File: src/fb_pkg.sv
// Frontend memory shared types
`default_nettype none

package fb_pkg;

   // Byte address and data word widths
   localparam int ADDR_W = 16;
   localparam int DATA_W = 32;

   // Byte lanes in one data word
   localparam int LANES = DATA_W / 8;

   typedef logic [ADDR_W-1:0] addr_t;
   typedef logic [DATA_W-1:0] data_t;

   // Access size code, dbus only
   typedef logic [1:0] size_t;

   // One enable per byte lane
   typedef logic [LANES-1:0] be_t;

   // Size codes
   localparam size_t SIZE_BYTE = 2'd0;
   localparam size_t SIZE_HALF = 2'd1;
   localparam size_t SIZE_WORD = 2'd2;

endpackage

`default_nettype wire

File: src/mbus_if.sv
// Memory bus interface
`timescale 1ns/1ps
`default_nettype none

interface mbus_if;

   // Command channel
   logic cmd_valid;
   logic cmd_ready;
   fb_pkg::addr_t cmd_addr;
   fb_pkg::size_t cmd_size;
   logic cmd_we;
   fb_pkg::be_t cmd_be;
   fb_pkg::data_t cmd_wdata;

   // Response channel
   logic rsp_valid;
   logic rsp_ready;
   fb_pkg::data_t rsp_data;

   // Bus master, both channels
   modport requester (
      output cmd_valid, cmd_addr, cmd_size, cmd_we, cmd_be, cmd_wdata, rsp_ready,
      input cmd_ready, rsp_valid, rsp_data
   );

   // Slave side, both channels
   modport responder (
      input cmd_valid, cmd_addr, cmd_size, cmd_we, cmd_be, cmd_wdata, rsp_ready,
      output cmd_ready, rsp_valid, rsp_data
   );

   // Router to bank, command only
   modport issuer (output cmd_valid, cmd_addr, cmd_size, cmd_we, cmd_be, cmd_wdata);

endinterface

`default_nettype wire

File: src/fb_arbiter.sv
// Frontend bus arbiter
`timescale 1ns/1ps
`default_nettype none

module fb_arbiter (
   input logic clk,
   input logic reset,
   // Instruction bus
   input logic ibus_cmd_valid,
   output logic ibus_cmd_ready,
   input fb_pkg::addr_t ibus_cmd_addr,
   output logic ibus_rsp_valid,
   input logic ibus_rsp_ready,
   output fb_pkg::data_t ibus_rsp_data,
   // Data bus
   input logic dbus_cmd_valid,
   output logic dbus_cmd_ready,
   input fb_pkg::addr_t dbus_cmd_addr,
   input fb_pkg::size_t dbus_cmd_size,
   input logic dbus_cmd_we,
   input fb_pkg::data_t dbus_cmd_wdata,
   output logic dbus_rsp_valid,
   input logic dbus_rsp_ready,
   output fb_pkg::data_t dbus_rsp_data,
   // Shared memory bus
   mbus_if.requester mbus
);

   logic dbus_sel;
   logic owner_dbus_q;
   fb_pkg::addr_t addr;
   fb_pkg::size_t size;
   logic [1:0] lane;
   fb_pkg::be_t be;
   fb_pkg::data_t wdata;

   // Dbus wins whenever it asks
   assign dbus_sel = dbus_cmd_valid;

   // Dbus only waits for the router
   assign dbus_cmd_ready = mbus.cmd_ready;
   // Ibus loses to any dbus request
   assign ibus_cmd_ready = ~dbus_sel & mbus.cmd_ready;

   // Command mux
   assign addr = dbus_sel ? dbus_cmd_addr : ibus_cmd_addr;
   // Ibus is always a word read
   assign size = dbus_sel ? dbus_cmd_size : fb_pkg::SIZE_WORD;
   assign lane = addr[1:0];

   // Byte enables and lane placement of write data
   always_comb begin
      case (size)
         fb_pkg::SIZE_BYTE: begin
            be = fb_pkg::be_t'(1) << lane;
            wdata = fb_pkg::data_t'(dbus_cmd_wdata[7:0]) << {lane, 3'b000};
         end
         fb_pkg::SIZE_HALF: begin
            // Half-words sit on an even lane pair
            be = fb_pkg::be_t'(2'b11) << {lane[1], 1'b0};
            wdata = fb_pkg::data_t'(dbus_cmd_wdata[15:0]) << {lane[1], 4'b0000};
         end
         default: begin
            be = '1;
            wdata = dbus_cmd_wdata;
         end
      endcase
   end

   assign mbus.cmd_valid = dbus_sel ? dbus_cmd_valid : ibus_cmd_valid;
   assign mbus.cmd_addr = addr;
   assign mbus.cmd_size = size;
   assign mbus.cmd_we = dbus_sel & dbus_cmd_we;
   assign mbus.cmd_be = be;
   assign mbus.cmd_wdata = wdata;

   // Owner of the outstanding command
   always_ff @(posedge clk) begin
      if (reset) begin
         owner_dbus_q <= 1'b0;
      end else if (mbus.cmd_valid && mbus.cmd_ready) begin
         owner_dbus_q <= dbus_sel;
      end
   end

   // Response only to the owner
   assign dbus_rsp_valid = owner_dbus_q & mbus.rsp_valid;
   assign ibus_rsp_valid = ~owner_dbus_q & mbus.rsp_valid;
   assign mbus.rsp_ready = owner_dbus_q ? dbus_rsp_ready : ibus_rsp_ready;

   // Idle bus sees zero data
   assign dbus_rsp_data = {fb_pkg::DATA_W{owner_dbus_q}} & mbus.rsp_data;
   assign ibus_rsp_data = {fb_pkg::DATA_W{~owner_dbus_q}} & mbus.rsp_data;

endmodule

`default_nettype wire

File: src/flat_wrapper.sv
// flat-port wrapper written by rule: the top's interface ports become plain ports
module fb_arbiter_flat 
  (clk, reset, ibus_cmd_valid, ibus_cmd_ready, ibus_cmd_addr, ibus_rsp_valid, ibus_rsp_ready, ibus_rsp_data, dbus_cmd_valid, dbus_cmd_ready, dbus_cmd_addr, dbus_cmd_size, dbus_cmd_we, dbus_cmd_wdata, dbus_rsp_valid, dbus_rsp_ready, dbus_rsp_data, mbus_cmd_valid, mbus_cmd_addr, mbus_cmd_size, mbus_cmd_we, mbus_cmd_be, mbus_cmd_wdata, mbus_rsp_ready, mbus_cmd_ready, mbus_rsp_valid, mbus_rsp_data);
  mbus_if mbus_i ();
  input logic clk;
  input logic reset;
  input logic ibus_cmd_valid;
  output logic ibus_cmd_ready;
  input fb_pkg::addr_t ibus_cmd_addr;
  output logic ibus_rsp_valid;
  input logic ibus_rsp_ready;
  output fb_pkg::data_t ibus_rsp_data;
  input logic dbus_cmd_valid;
  output logic dbus_cmd_ready;
  input fb_pkg::addr_t dbus_cmd_addr;
  input fb_pkg::size_t dbus_cmd_size;
  input logic dbus_cmd_we;
  input fb_pkg::data_t dbus_cmd_wdata;
  output logic dbus_rsp_valid;
  input logic dbus_rsp_ready;
  output fb_pkg::data_t dbus_rsp_data;
  output wire logic [$bits(mbus_i.cmd_valid)-1:0] mbus_cmd_valid;
  output wire logic [$bits(mbus_i.cmd_addr)-1:0] mbus_cmd_addr;
  output wire logic [$bits(mbus_i.cmd_size)-1:0] mbus_cmd_size;
  output wire logic [$bits(mbus_i.cmd_we)-1:0] mbus_cmd_we;
  output wire logic [$bits(mbus_i.cmd_be)-1:0] mbus_cmd_be;
  output wire logic [$bits(mbus_i.cmd_wdata)-1:0] mbus_cmd_wdata;
  output wire logic [$bits(mbus_i.rsp_ready)-1:0] mbus_rsp_ready;
  input wire logic [$bits(mbus_i.cmd_ready)-1:0] mbus_cmd_ready;
  input wire logic [$bits(mbus_i.rsp_valid)-1:0] mbus_rsp_valid;
  input wire logic [$bits(mbus_i.rsp_data)-1:0] mbus_rsp_data;
  assign mbus_cmd_valid = mbus_i.cmd_valid;
  assign mbus_cmd_addr = mbus_i.cmd_addr;
  assign mbus_cmd_size = mbus_i.cmd_size;
  assign mbus_cmd_we = mbus_i.cmd_we;
  assign mbus_cmd_be = mbus_i.cmd_be;
  assign mbus_cmd_wdata = mbus_i.cmd_wdata;
  assign mbus_rsp_ready = mbus_i.rsp_ready;
  assign mbus_i.cmd_ready = mbus_cmd_ready;
  assign mbus_i.rsp_valid = mbus_rsp_valid;
  assign mbus_i.rsp_data = mbus_rsp_data;
  fb_arbiter u_core (.clk(clk), .reset(reset), .ibus_cmd_valid(ibus_cmd_valid), .ibus_cmd_ready(ibus_cmd_ready), .ibus_cmd_addr(ibus_cmd_addr), .ibus_rsp_valid(ibus_rsp_valid), .ibus_rsp_ready(ibus_rsp_ready), .ibus_rsp_data(ibus_rsp_data), .dbus_cmd_valid(dbus_cmd_valid), .dbus_cmd_ready(dbus_cmd_ready), .dbus_cmd_addr(dbus_cmd_addr), .dbus_cmd_size(dbus_cmd_size), .dbus_cmd_we(dbus_cmd_we), .dbus_cmd_wdata(dbus_cmd_wdata), .dbus_rsp_valid(dbus_rsp_valid), .dbus_rsp_ready(dbus_rsp_ready), .dbus_rsp_data(dbus_rsp_data), .mbus(mbus_i));
endmodule
File: config.mk
export PLATFORM = sky130hd
export DESIGN_NAME = fb_arbiter_flat
export DESIGN_NICKNAME = d
export VERILOG_FILES = /design/src/fb_pkg.sv /design/src/mbus_if.sv /design/src/fb_arbiter.sv /design/src/flat_wrapper.sv
export SDC_FILE = /design/constraint.sdc
export NUM_CORES = 1
export LEC_CHECK = 0
export ABC_CLOCK_PERIOD_IN_PS = 1400
export BUFFER_PORTS_ARGS = -buffer_cell sky130_fd_sc_hd__buf_4
export CELL_PAD_IN_SITES_DETAIL_PLACEMENT = 1
export CELL_PAD_IN_SITES_GLOBAL_PLACEMENT = 2
export CORE_MARGIN = 2
export CORE_UTILIZATION = 10
export CTS_BUF_LIST = sky130_fd_sc_hd__clkbuf_4 sky130_fd_sc_hd__clkbuf_8
export CTS_CLUSTER_SIZE = 10
export DETAILED_ROUTE_END_ITERATION = 10
export GPL_TIMING_DRIVEN = 0
export PLACE_DENSITY = 0.89
export SLEW_MARGIN = 20
export SYNTH_ARGS = -nofsm -noshare
export SYNTH_HDL_FRONTEND = slang
export SYNTH_SLANG_ARGS = --single-unit
File: constraint.sdc
create_clock -name clk -period 1.4 [get_ports clk]
set_input_delay 0.07 -clock clk [delete_from_list [all_inputs] [get_ports clk]]
set_output_delay 0.07 -clock clk [all_outputs]
set_load 0.02 [all_outputs]
# ---- After elaboration in Yosys (flattened, before gate mapping)
# Cells that the tools add are included.
dict set report op_classes {
  n_reduce_logical 2
  bitwise_logic 8
  mux 6
  shifts 4
  n_eq_ne 1
}
# cell count
set op_table {}
lappend op_table {{32-bit AND} 2}
lappend op_table {{32-bit one-hot mux with 2 select lines} 1}
lappend op_table {{16-bit by 5-bit left shift with 32-bit output} 1}
lappend op_table {{8-bit by 5-bit left shift with 32-bit output} 1}
lappend op_table {{16-bit two-way mux} 1}
lappend op_table {{4-bit one-hot mux with 2 select lines} 1}
lappend op_table {{1-bit AND} 4}
lappend op_table {{1-bit by 2-bit left shift with 4-bit output, first input constant} 1}
lappend op_table {{2-bit by 2-bit left shift with 4-bit output, first input constant} 1}
lappend op_table {{2-bit by 1-bit equality test with 1-bit output, second input constant} 1}
lappend op_table {{2-bit logical NOT} 1}
lappend op_table {{1-bit two-way mux} 2}
lappend op_table {{2-bit two-way mux} 1}
lappend op_table {{1-bit inverter} 2}
lappend op_table {{1-bit logical AND} 1}
dict set report word_totals {
  elab_cells 22
  output_inout_bits 125
  regBits 1
}

# ---- Logic depth before layout (Yosys ltp)
# Gate-level depths: netlist of the first run.
dict set report depth {
  depth_word 3
  mapped_depth 6
  ltp_nobuf 4
}

# ---- Worst setup path after synthesis of the first run
# OpenSTA, ideal clock, no wires.
dict set report synth_timing {
  path_type {register -> output}
  start {register u_core.owner_dbus_q}
  end {output port dbus_rsp_data[11]}
  path_stages_with_launch 4
  slack_ns 0.228
  arrival_ns 1.102
  n_path_buf 2
  t_required_ns 1.330
  path_cell_list {dfxtp_1 clkbuf_1 clkbuf_1 and2_1}
}
dict set report synth_between {
  elab_chain_len 1
}
# element line
set synth_rtl {}
lappend synth_rtl {{start, declared} fb_arbiter.sv:30} ;# logic owner_dbus_q;
lappend synth_rtl {{start signal, assigned} fb_arbiter.sv:82} ;# owner_dbus_q <= dbus_sel;
lappend synth_rtl {{32-bit AND} fb_arbiter.sv:92} ;# assign dbus_rsp_data = {fb_pkg::DATA_W{owner_dbus_q}} & mbus.rsp_data;
lappend synth_rtl {{end, declared} flat_wrapper.sv:21} ;# output fb_pkg::data_t dbus_rsp_data;
# Every way passes these cells.

# ---- Worst setup path in the final report of the first run
dict set report layout_timing {
  start {input port dbus_cmd_valid}
  end {output port mbus_cmd_be[1]}
}
dict set report layout_between {
  elab_chain_len 3
  elab_cells_between_ends 7
  classes_between {eq/ne (1); shift (2); mux (3); reduce/logical (1)}
}
# element line
set layout_rtl {}
lappend layout_rtl {{start, declared} flat_wrapper.sv:13} ;# input logic dbus_cmd_valid;
lappend layout_rtl {{16-bit two-way mux or 2-bit two-way mux (tied branches)} {fb_arbiter.sv:46, fb_arbiter.sv:48}}
lappend layout_rtl {{2-bit by 2-bit left shift with 4-bit output, or another cell as far along} fb_arbiter.sv:60} ;# be = fb_pkg::be_t'(2'b11) << {lane[1], 1'b0};
lappend layout_rtl {{4-bit one-hot mux with 2 select lines (*)} fb_arbiter.sv:53} ;# case (size)
lappend layout_rtl {{end, declared} flat_wrapper.sv:26} ;# output wire logic [$bits(mbus_i.cmd_be)-1:0] mbus_cmd_be;
# Every way passes the cells marked *; elsewhere a longest branch is shown, timed or not.

==> reports/metrics.yaml, run 1 <==
placed_design:
  post-place-ws_ps: -428.1
  portBuffers: 230
  dp.cells: 543
  dpl.hpwl_um: 6996
  finalWeightedCongestion: 0.8461
cells_and_area:
  regMostFlops: "u_core.owner_dbus_q"
  final_cell_mix: "232 x buf_4, 43 x and2_1, 36 x nor2b_1, 17 x mux2_2, 16 x a22o_1"
  instances_no_fill: 544
  synthToLayoutAreaGrowth_pct: 169.7
  num-fill-cells: 1420
  final_common_cell: "buf_4"
  nets: 510
  antennaDiodeCount: 0
  reg.largest.list: "u_core.owner_dbus_q (1)"
  drive_gt1_frac: 0.6559
  largest_reg_flops: 1
yosys:
  syn-num-nets: 277
  ys_seq_area_frac: 0.01749
  yosysWarnings: 0
  yosys_register_bits: 1
  syn_area_per_cell_sq_um: 6.734
  syn_area_sq_um: 1145
  synthSimpleGateAreaFrac: 0.5137
  synthMuxAreaShare: 0.1672
  netlist-cell-type-count: 21
  synthCells: 170
  yosys.area_share.xor_xnor: 0
  synth-adder-area-share: 0
  synth_compound_area_frac: 0.2328
  synth_top_family_by_area: "simple AND/OR/NAND/NOR gates"
timing:
  skew_ps: 0
  slew_viol_final: 0
  fin_ws_ps: 107.7
  worstMarginPinSlew_ps: 481.3
  fin_crit_sh: 0.9231
  finalSetupTns_ps: 0
  finalCriticalPeriod_ps: 1292
  setup_viol: 0
  max_slew_margin: 0.6792
  hold_viol_final: 0
  rsz0062_at_grt: "false"
  fmax_mhz: 773.8
grt:
  grt.total_usage: 0.1158
  grt_pass1_wl_um: 11780
  grt_max_degree: 11
  antenna_found_initial: 0
  grt_overflow: 0
  grt_pass1_vias: 2225
critical_path:
  rr_startpoint: "u_core.owner_dbus_q"
  cp-start-kind: "primary input"
  required_ps: 1330
  critPathKind: "primary input to output pin"
  r2r_cells: 3
  cp_max_fo: 9
  r2r_setup_slack_ps: 300
  r2r-end: "u_core.owner_dbus_q"
  end_kind: "output pin"
  arrival_ps: 1220
floorplan:
  die_w_um: 111.0
  initial_utilization: 0.1016
  dieArea_sq_um: 12320
  die_y_um: 111.0
  ios: 232
  num_rows: 39
  core-area_sq_um: 11270
run:
  maxCapViolations: 0
power_and_ir_drop:
  peakVddDrop_uv: 147.9
  power.density_nw_per_um2: 410.4
  leakage_nw: 1.621
drt:
  drc: 0
  drt_iter0_drc: 54
  viasPerCell: 3.945
  firstDrtPassIters: 4
  wl_per_cell_um: 14.59
  wirelength_um: 7939
  num_vias: 2146
  postRouteAntennaNets: 0
worst_hold_path:
  hp-class: "primary input to register"
  hold_depth: 2
  hp-start: "reset"
  worstHoldEndpoint: "u_core.owner_dbus_q"
outcome:
  status: "completed"
cts:
  insertion_delay_ps: 0
  clk_pin_slew_worst_paths_ps: 0
area by class of cell:
cell class,instances,area (sq um),share of cell area
timing repair buffer,231,1747,0.5656
multi-input combinational,151,1050,0.3400
tap,143,178.9,0.05794
buffer,16,82.58,0.02674
sequential,1,20.02,0.006483
inverter,2,10.01,0.003241
synth_stat cells (all sizes together):
library cell,count,area [sq um]
nand2,13,48.80
a22o,16,140.1
dfxtp,1,20.02
or2,2,12.51
mux2,17,191.4
a22oi,9,67.56
nand2b,1,6.260
and2,43,269.0
nor3,1,16.27
o21ai,11,58.80
and3,1,6.260
clkbuf,10,37.54
nor2,1,3.750
buf,6,33.77
nor2b,36,225.2
inv,2,7.500
metrics by stage:
step	hold slack (ps)	instance area (sq um)	power, W	util
after global placement	234.5	3050	0.001254	0.2706
after detailed placement	231.4	3050	0.001272	0.2706
after global routing	243.8	3088	0.001347	0.2739
final	229.2	3088	0.001267	0.2739
after floorplan	142.4	1145	0.0006046	-
after CTS	231.4	3057	0.001276	0.2712
layer usage:
metal	global-route usage	vias up	share of wire
met4	0.005833	0	0.0060
li1	-	1040	-
met5	0	-	0
met2	0.2462	122	0.57
met1	0.1218	980	0.34
met3	0.01914	4	0.080
worst max-delay path by stage:
stage                         from  cells after the start                  to  slack [ps]
6_report            dbus_cmd_valid                      8      mbus_cmd_be[1]         110
5_1_grt           dbus_cmd_addr[1]                      4  mbus_cmd_wdata[24]          20
4_1_cts        u_core.owner_dbus_q                      4   dbus_rsp_data[17]          20
3_5_place_dp   u_core.owner_dbus_q                      4   dbus_rsp_data[17]        -430
3_3_place_gp   u_core.owner_dbus_q                      4   dbus_rsp_data[26]        -380
2_1_floorplan  u_core.owner_dbus_q                      3   dbus_rsp_data[11]         230
worst max-delay path, stage by stage:
cell	delay [ps]
buf_4	120
nor2b_1	120
buf_4	160
inv_4	110
nor3_4	50
buf_12	160
or2_2	260
buf_4	160
where the power goes:
group          switching [W]  internal [W]
clock                      0             0
combinational       0.000615      0.000618
sequential        0.00000333     0.0000309
total               0.000618      0.000649
repair_timing:
action | CTS | global route
gates resized for setup | 4 | 6
pin swaps | 0 | 1
hold buffers | 0 | 0
setup buffers | 0 | 1
endpoints found under the setup margin | 28 | 43
cells by family (layout without fill, tap and decap cells):
family                 Yosys count  count (layout)
AND/OR/NAND/NOR                 98              98
flip-flops                       1               1
AO/OA/AOI/OAI                   36              36
multiplexers                    17              17
buffers and inverters           18             249
(Power assumes the default switching activity.)
==> inputs of run 2 (changes only) <==
--- a/config.mk
+++ b/config.mk
@@ -7,15 +7,15 @@
 export LEC_CHECK = 0
 export ABC_CLOCK_PERIOD_IN_PS = 1400
 export BUFFER_PORTS_ARGS = -buffer_cell sky130_fd_sc_hd__buf_4
-export CELL_PAD_IN_SITES_DETAIL_PLACEMENT = 1
-export CELL_PAD_IN_SITES_GLOBAL_PLACEMENT = 2
+export CELL_PAD_IN_SITES_DETAIL_PLACEMENT = 0
+export CELL_PAD_IN_SITES_GLOBAL_PLACEMENT = 1
 export CORE_MARGIN = 2
-export CORE_UTILIZATION = 10
+export CORE_UTILIZATION = 13
 export CTS_BUF_LIST = sky130_fd_sc_hd__clkbuf_4 sky130_fd_sc_hd__clkbuf_8
 export CTS_CLUSTER_SIZE = 10
 export DETAILED_ROUTE_END_ITERATION = 10
 export GPL_TIMING_DRIVEN = 0
-export PLACE_DENSITY = 0.89
+export PLACE_DENSITY = 0.8
 export SLEW_MARGIN = 20
 export SYNTH_ARGS = -nofsm -noshare
 export SYNTH_HDL_FRONTEND = slang
==> reports/metrics.yaml, run 2 (synthesis gave the netlist of run 1 again) <==
power_and_ir_drop:
  combPwrFrac: 0.973  # about the same
  clkPwrFrac: 0  # unchanged
  swShare: 0.4801  # -0.007605
  p_seq_frac: 0.027  # about the same
  leakage_nw: 1.610  # -0.70%
  power.density_nw_per_um2: 411.2  # +0.21%
  power_switching_w: 0.0005946  # -3.8%
  internal-power_w: 0.0006438  # -0.81%
  peakVddDrop_uv: 171.7  # +16%
drt:
  viasPerCell: 4.098  # +3.9%
  drt_iter0_drc: 39  # -28%
  wl_per_cell_um: 12.47  # -15%
  postRouteAntennaNets: 0  # unchanged
  drc: 0  # unchanged
  num_vias: 2082  # -3.0%
  firstDrtPassIters: 4  # unchanged
  wirelength_um: 6334  # -20%
cells_and_area:
  utilization: 0.3487  # +0.07479
  antennaDiodeCount: 0  # unchanged
  final_cell_mix: "232 x buf_4, 43 x and2_1, 36 x nor2b_1, 17 x mux2_2, 16 x a22o_1"
  drive_gt1_frac: 0.6525  # -0.003360
  regMostFlops: "u_core.owner_dbus_q"
  synthToLayoutAreaGrowth_pct: 163.1
  final_common_cell: "buf_4"
  nets: 509  # -0.20%
  largest_reg_flops: 1  # unchanged
  reg.largest.list: "u_core.owner_dbus_q (1)"
critical_path:
  critPathKind: "primary input to output pin"
  required_ps: 1330  # about the same
  r2r_cells: 3  # unchanged
  cp-start-kind: "primary input"
  cp_max_fo: 10  # +1
  arrival_ps: 1220  # about the same
  end_kind: "output pin"
grt:
  grt.total_usage: 0.1169  # +0.001059
  grt_overflow: 0  # unchanged
  antenna_found_initial: 0  # unchanged
  grt_pass1_wl_um: 9729  # -17%
  grt_max_degree: 11  # unchanged
  grt_pass1_vias: 2029  # -8.8%
timing:
  worstMarginPinSlew_ps: 636.6  # +155.3 ps
  setup_viol: 0  # unchanged
  finalCriticalPeriod_ps: 1288  # -4.336 ps
  fmax_mhz: 776.4  # +0.34%
  hold_viol_final: 0  # unchanged
  hold_slack_ps: 230.4  # +1.204 ps
  skew_ps: 0  # unchanged
  fin_crit_sh: 0.9200  # -0.003097
  max_slew_margin: 0.5727  # -0.1064
  slew_viol_final: 0  # unchanged
  rsz0062_at_grt: "false"
worst_hold_path:
  hp-class: "primary input to register"
  hold_depth: 2  # unchanged
floorplan:
  die_y_um: 97.85  # -12%
  dieArea_sq_um: 9574  # -22%
  ios: 232  # unchanged
  core-area_sq_um: 8636  # -23%
  num_rows: 34  # -13%
  initial_utilization: 0.1326  # +0.03101
  die_w_um: 97.85  # -12%
placed_design:
  finalWeightedCongestion: 0.7949  # -6.1%
  portBuffers: 230  # unchanged
  dpl.hpwl_um: 5600  # -20%
cts:
  ctsHoldBuffers: 0  # unchanged
  insertion_delay_ps: 0  # unchanged
  clk_pin_slew_worst_paths_ps: 0  # unchanged
run:
  maxCapViolations: 0  # unchanged
outcome:
  status: "completed"
## run 2: cell count changes in the layout (fill, tap and decap cells not counted), sizes merged
cell	previous run	this run
buf	238	237
## run 2: layer usage
layer | track usage | wire, um | vias up
met5 | 0 | 0 | -
met4 | 0.01282 | 68 | 0
met3 | 0.02004 | 544 | 6
met2 | 0.2276 | 3377 | 120
met1 | 0.1365 | 2345 | 917
li1 | - | - | 1039
## run 2: path summary, 6_finish.rpt
path / end / slack, ps / startpoint
setup / recovery: mbus_cmd_wdata[26] / 110 / dbus_cmd_valid
hold / removal: u_core.owner_dbus_q / 230 / reset
setup reg to reg: u_core.owner_dbus_q / 350 / u_core.owner_dbus_q
hold reg to reg: u_core.owner_dbus_q / 900 / u_core.owner_dbus_q
## run 2: power groups by stage
stage / clock network (W) / logic (W) / registers, W
after floorplan: 0 / 0.000572 / 0.0000324
after global placement: 0 / 0.00121 / 0.0000337
after detailed placement: 0 / 0.00121 / 0.0000334
after CTS: 0 / 0.00121 / 0.0000335
after global routing: 0 / 0.00128 / 0.0000340
final: 0 / 0.00121 / 0.0000334
## run 2: stage by stage
step | instances | instance area, sq um | power, W | TNS [ps] | setup WS (ps)
floorplan | 170 | 1145 | 0.0006046 | 0 | 228.0
global placement | 508 | 3007 | 0.001241 | -1933 | -115.2
detailed placement | 508 | 3007 | 0.001245 | -1500 | -89.83
CTS | 508 | 3008 | 0.001248 | 0 | 46.23
global route | 508 | 3012 | 0.001317 | 0 | 13.41
finish | 508 | 3012 | 0.001238 | 0 | 112.0
## run 2: final cells by class
type                            count  area, sq um
Buffer                             16        76.32
Fill cell                         906         5624
Inverter                            2        7.507
Multi-Input combinational cell    151         1046
Sequential cell                     1        20.02
Tap cell                          108        135.1
Timing Repair Buffer              230         1727
## run 2: timing repair
item,4_1_cts,5_1_grt
resized for setup,1,7
setup buffers,0,0
pin swaps,0,1
setup endpoints to repair,20,33
## run 2: worst max-delay path: stages
cell	delay (ps)
buf_4	130
nor2b_1	120
buf_4	150
inv_2	160
buf_2	260
nand2_1	70
o21ai_0	80
buf_4	170
==> inputs of run 3 (changes only) <==
--- a/config.mk
+++ b/config.mk
@@ -9,7 +9,7 @@
 export BUFFER_PORTS_ARGS = -buffer_cell sky130_fd_sc_hd__buf_4
 export CELL_PAD_IN_SITES_DETAIL_PLACEMENT = 0
 export CELL_PAD_IN_SITES_GLOBAL_PLACEMENT = 1
-export CORE_MARGIN = 2
+export CORE_MARGIN = 4
 export CORE_UTILIZATION = 13
 export CTS_BUF_LIST = sky130_fd_sc_hd__clkbuf_4 sky130_fd_sc_hd__clkbuf_8
 export CTS_CLUSTER_SIZE = 10
==> reports/metrics.yaml, run 3 (synthesis gave the netlist of run 1 again) <==
cts:
  clk_pin_slew_worst_paths_ps: 0  # unchanged
  insertion_delay_ps: 0  # unchanged
  ctsHoldBuffers: 0  # unchanged
critical_path:
  r2r_cells: 3  # unchanged
  path_depth: 6  # -2
  path_buf_inv: 3  # -2
  critPathTopFamily: "buffers and inverters"
  startpoint: "dbus_cmd_addr[0]"
  worst_path_largest_cell_delay_ps: 360  # +100 ps
  required_ps: 1330  # about the same
  arrival_ps: 1220  # about the same
  cp_max_fo: 9  # -1
  end_kind: "output pin"
  cp-start-kind: "primary input"
  rr_startpoint: "u_core.owner_dbus_q"
  critPathKind: "primary input to output pin"
  worstPathCellList: "buf_4 > nor2b_1 > buf_1 > o21ai_2 > and2_1 > buf_4"
  cp_common_cell: "buf_4"
  slowest_stage: "o21ai_2"
cells_and_area:
  finalInstanceArea_sq_um: 3013  # about the same
  antennaDiodeCount: 0  # unchanged
  largest_reg_flops: 1  # unchanged
  final_common_cell: "buf_4"
  multi_input_area_sq_um: 1050  # +0.36%
  num-fill-cells: 894  # -1.3%
  final_cell_mix: "232 x buf_4, 43 x and2_1, 36 x nor2b_1, 17 x mux2_2, 16 x a22o_1"
  reg.largest.list: "u_core.owner_dbus_q (1)"
  nets: 509  # unchanged
  drive_gt1_frac: 0.6525  # unchanged
  regMostFlops: "u_core.owner_dbus_q"
  register_area_sq_um: 20.02  # unchanged
  synthToLayoutAreaGrowth_pct: 163.2  # about the same
drt:
  drt-met1-wl_um: 2433  # +3.8%
  wl_per_cell_um: 14.32  # +15%
  drt_iter0_drc: 62  # +59%
  top_layer_used: "met4"
  num_vias: 2094  # +0.58%
  wl_met2_um: 3965  # +17%
  routed-wl-met3_um: 754  # +39%
  wirelength_um: 7232  # +14%
  drc: 0  # unchanged
  firstDrtPassIters: 4  # unchanged
  postRouteAntennaNets: 0  # unchanged
  viasPerCell: 4.147  # +1.2%
floorplan:
  die_y_um: 101.8  # +4.1%
  die_w_um: 101.8  # +4.1%
  core-area_sq_um: 8382  # -2.9%
  dieArea_sq_um: 10370  # +8.3%
  initial_utilization: 0.1366  # +0.004017
  num_rows: 33  # -2.9%
  ios: 232  # unchanged
placed_design:
  post_dp_cell_area_sq_um: 3003  # -0.12%
  dpl.hpwl_um: 6384  # +14%
  portBuffers: 230  # unchanged
  finalWeightedCongestion: 0.8136  # +2.4%
power_and_ir_drop:
  finalPower_w: 0.001252  # +1.1%
  leakage_nw: 1.609  # about the same
  power.density_nw_per_um2: 415.4  # +1.0%
  peakVddDrop_uv: 172.1  # +0.19%
grt:
  antenna_found_initial: 0  # unchanged
  grt.total_usage: 0.1212  # +0.004306
  grt_overflow: 0  # unchanged
  grt_max_degree: 11  # unchanged
  grt_pass1_wl_um: 10370  # +6.6%
  grt_pass1_vias: 2036  # +0.34%
timing:
  fmax_mhz: 777.4  # +0.13%
  setup_viol: 0  # unchanged
  hold_viol_final: 0  # unchanged
  hold_slack_ps: 228.9  # -1.488 ps
  finalCriticalPeriod_ps: 1286  # -1.632 ps
  worstMarginPinSlew_ps: 467.7  # -168.9 ps
  skew_ps: 0  # unchanged
  max_slew_margin: 0.6882  # +0.1154
  fin_crit_sh: 0.9188  # -0.001166
  rsz0062_at_grt: "true"
  slew_viol_final: 0  # unchanged
worst_hold_path:
  hp-start: "reset"
  hp-class: "primary input to register"
  hold_depth: 2  # unchanged
run:
  maxCapViolations: 0  # unchanged
outcome:
  status: "completed"
==> run 3: cell types whose count changed in the layout (fill, tap and decap cells not counted) <==
cell      change
clkbuf_4      +1
buf_2         -1
clkbuf_2      -1
clkbuf_1      +1
o21ai_2       +1
o21ai_1       -1
==> run 3: routing by layer <==
layer | up-vias | GRT usage
met1 | 920 | 0.1408
met3 | 8 | 0.02184
met2 | 127 | 0.2369
met4 | 0 | 0.01312
met5 | - | 0
li1 | 1039 | -
==> run 3: repair_timing <==
action,4_1_cts,5_1_grt
resized for setup,2,5
buffers inserted,0,0
endpoints found under the setup margin,21,33
pin swaps,0,1
==> run 3: power by group <==
group          internal, W  switching, W
Combinational     0.000614      0.000604
Sequential       0.0000309    0.00000254
Clock                    0             0
Total             0.000645      0.000607
==> run 3: worst paths after layout <==
| kind | to | slack (ps) |
|---|---|---|
| max | mbus_cmd_wdata[0] | 110 |
| min | u_core.owner_dbus_q | 230 |
| max reg2reg | u_core.owner_dbus_q | 350 |
| min reg2reg | u_core.owner_dbus_q | 900 |
==> run 3: metrics by stage <==
step	utilization	std cells	TNS (ps)	setup slack, ps
after floorplan	-	170	0	228.0
after global placement	0.3583	505	-3663	-183.1
after detailed placement	0.3583	505	-3376	-181.2
after CTS	0.3586	505	0	4.142
after global routing	0.3595	505	-4.568	-2.373
final	0.3595	505	0	113.6
==> run 3: final cells by class <==
class                           count  share of cell area
Tap cell                          105             0.04360
Timing Repair Buffer              230              0.5731
Buffer                             16             0.02575
Multi-Input combinational cell    151              0.3484
Inverter                            2            0.002492
Sequential cell                     1            0.006645
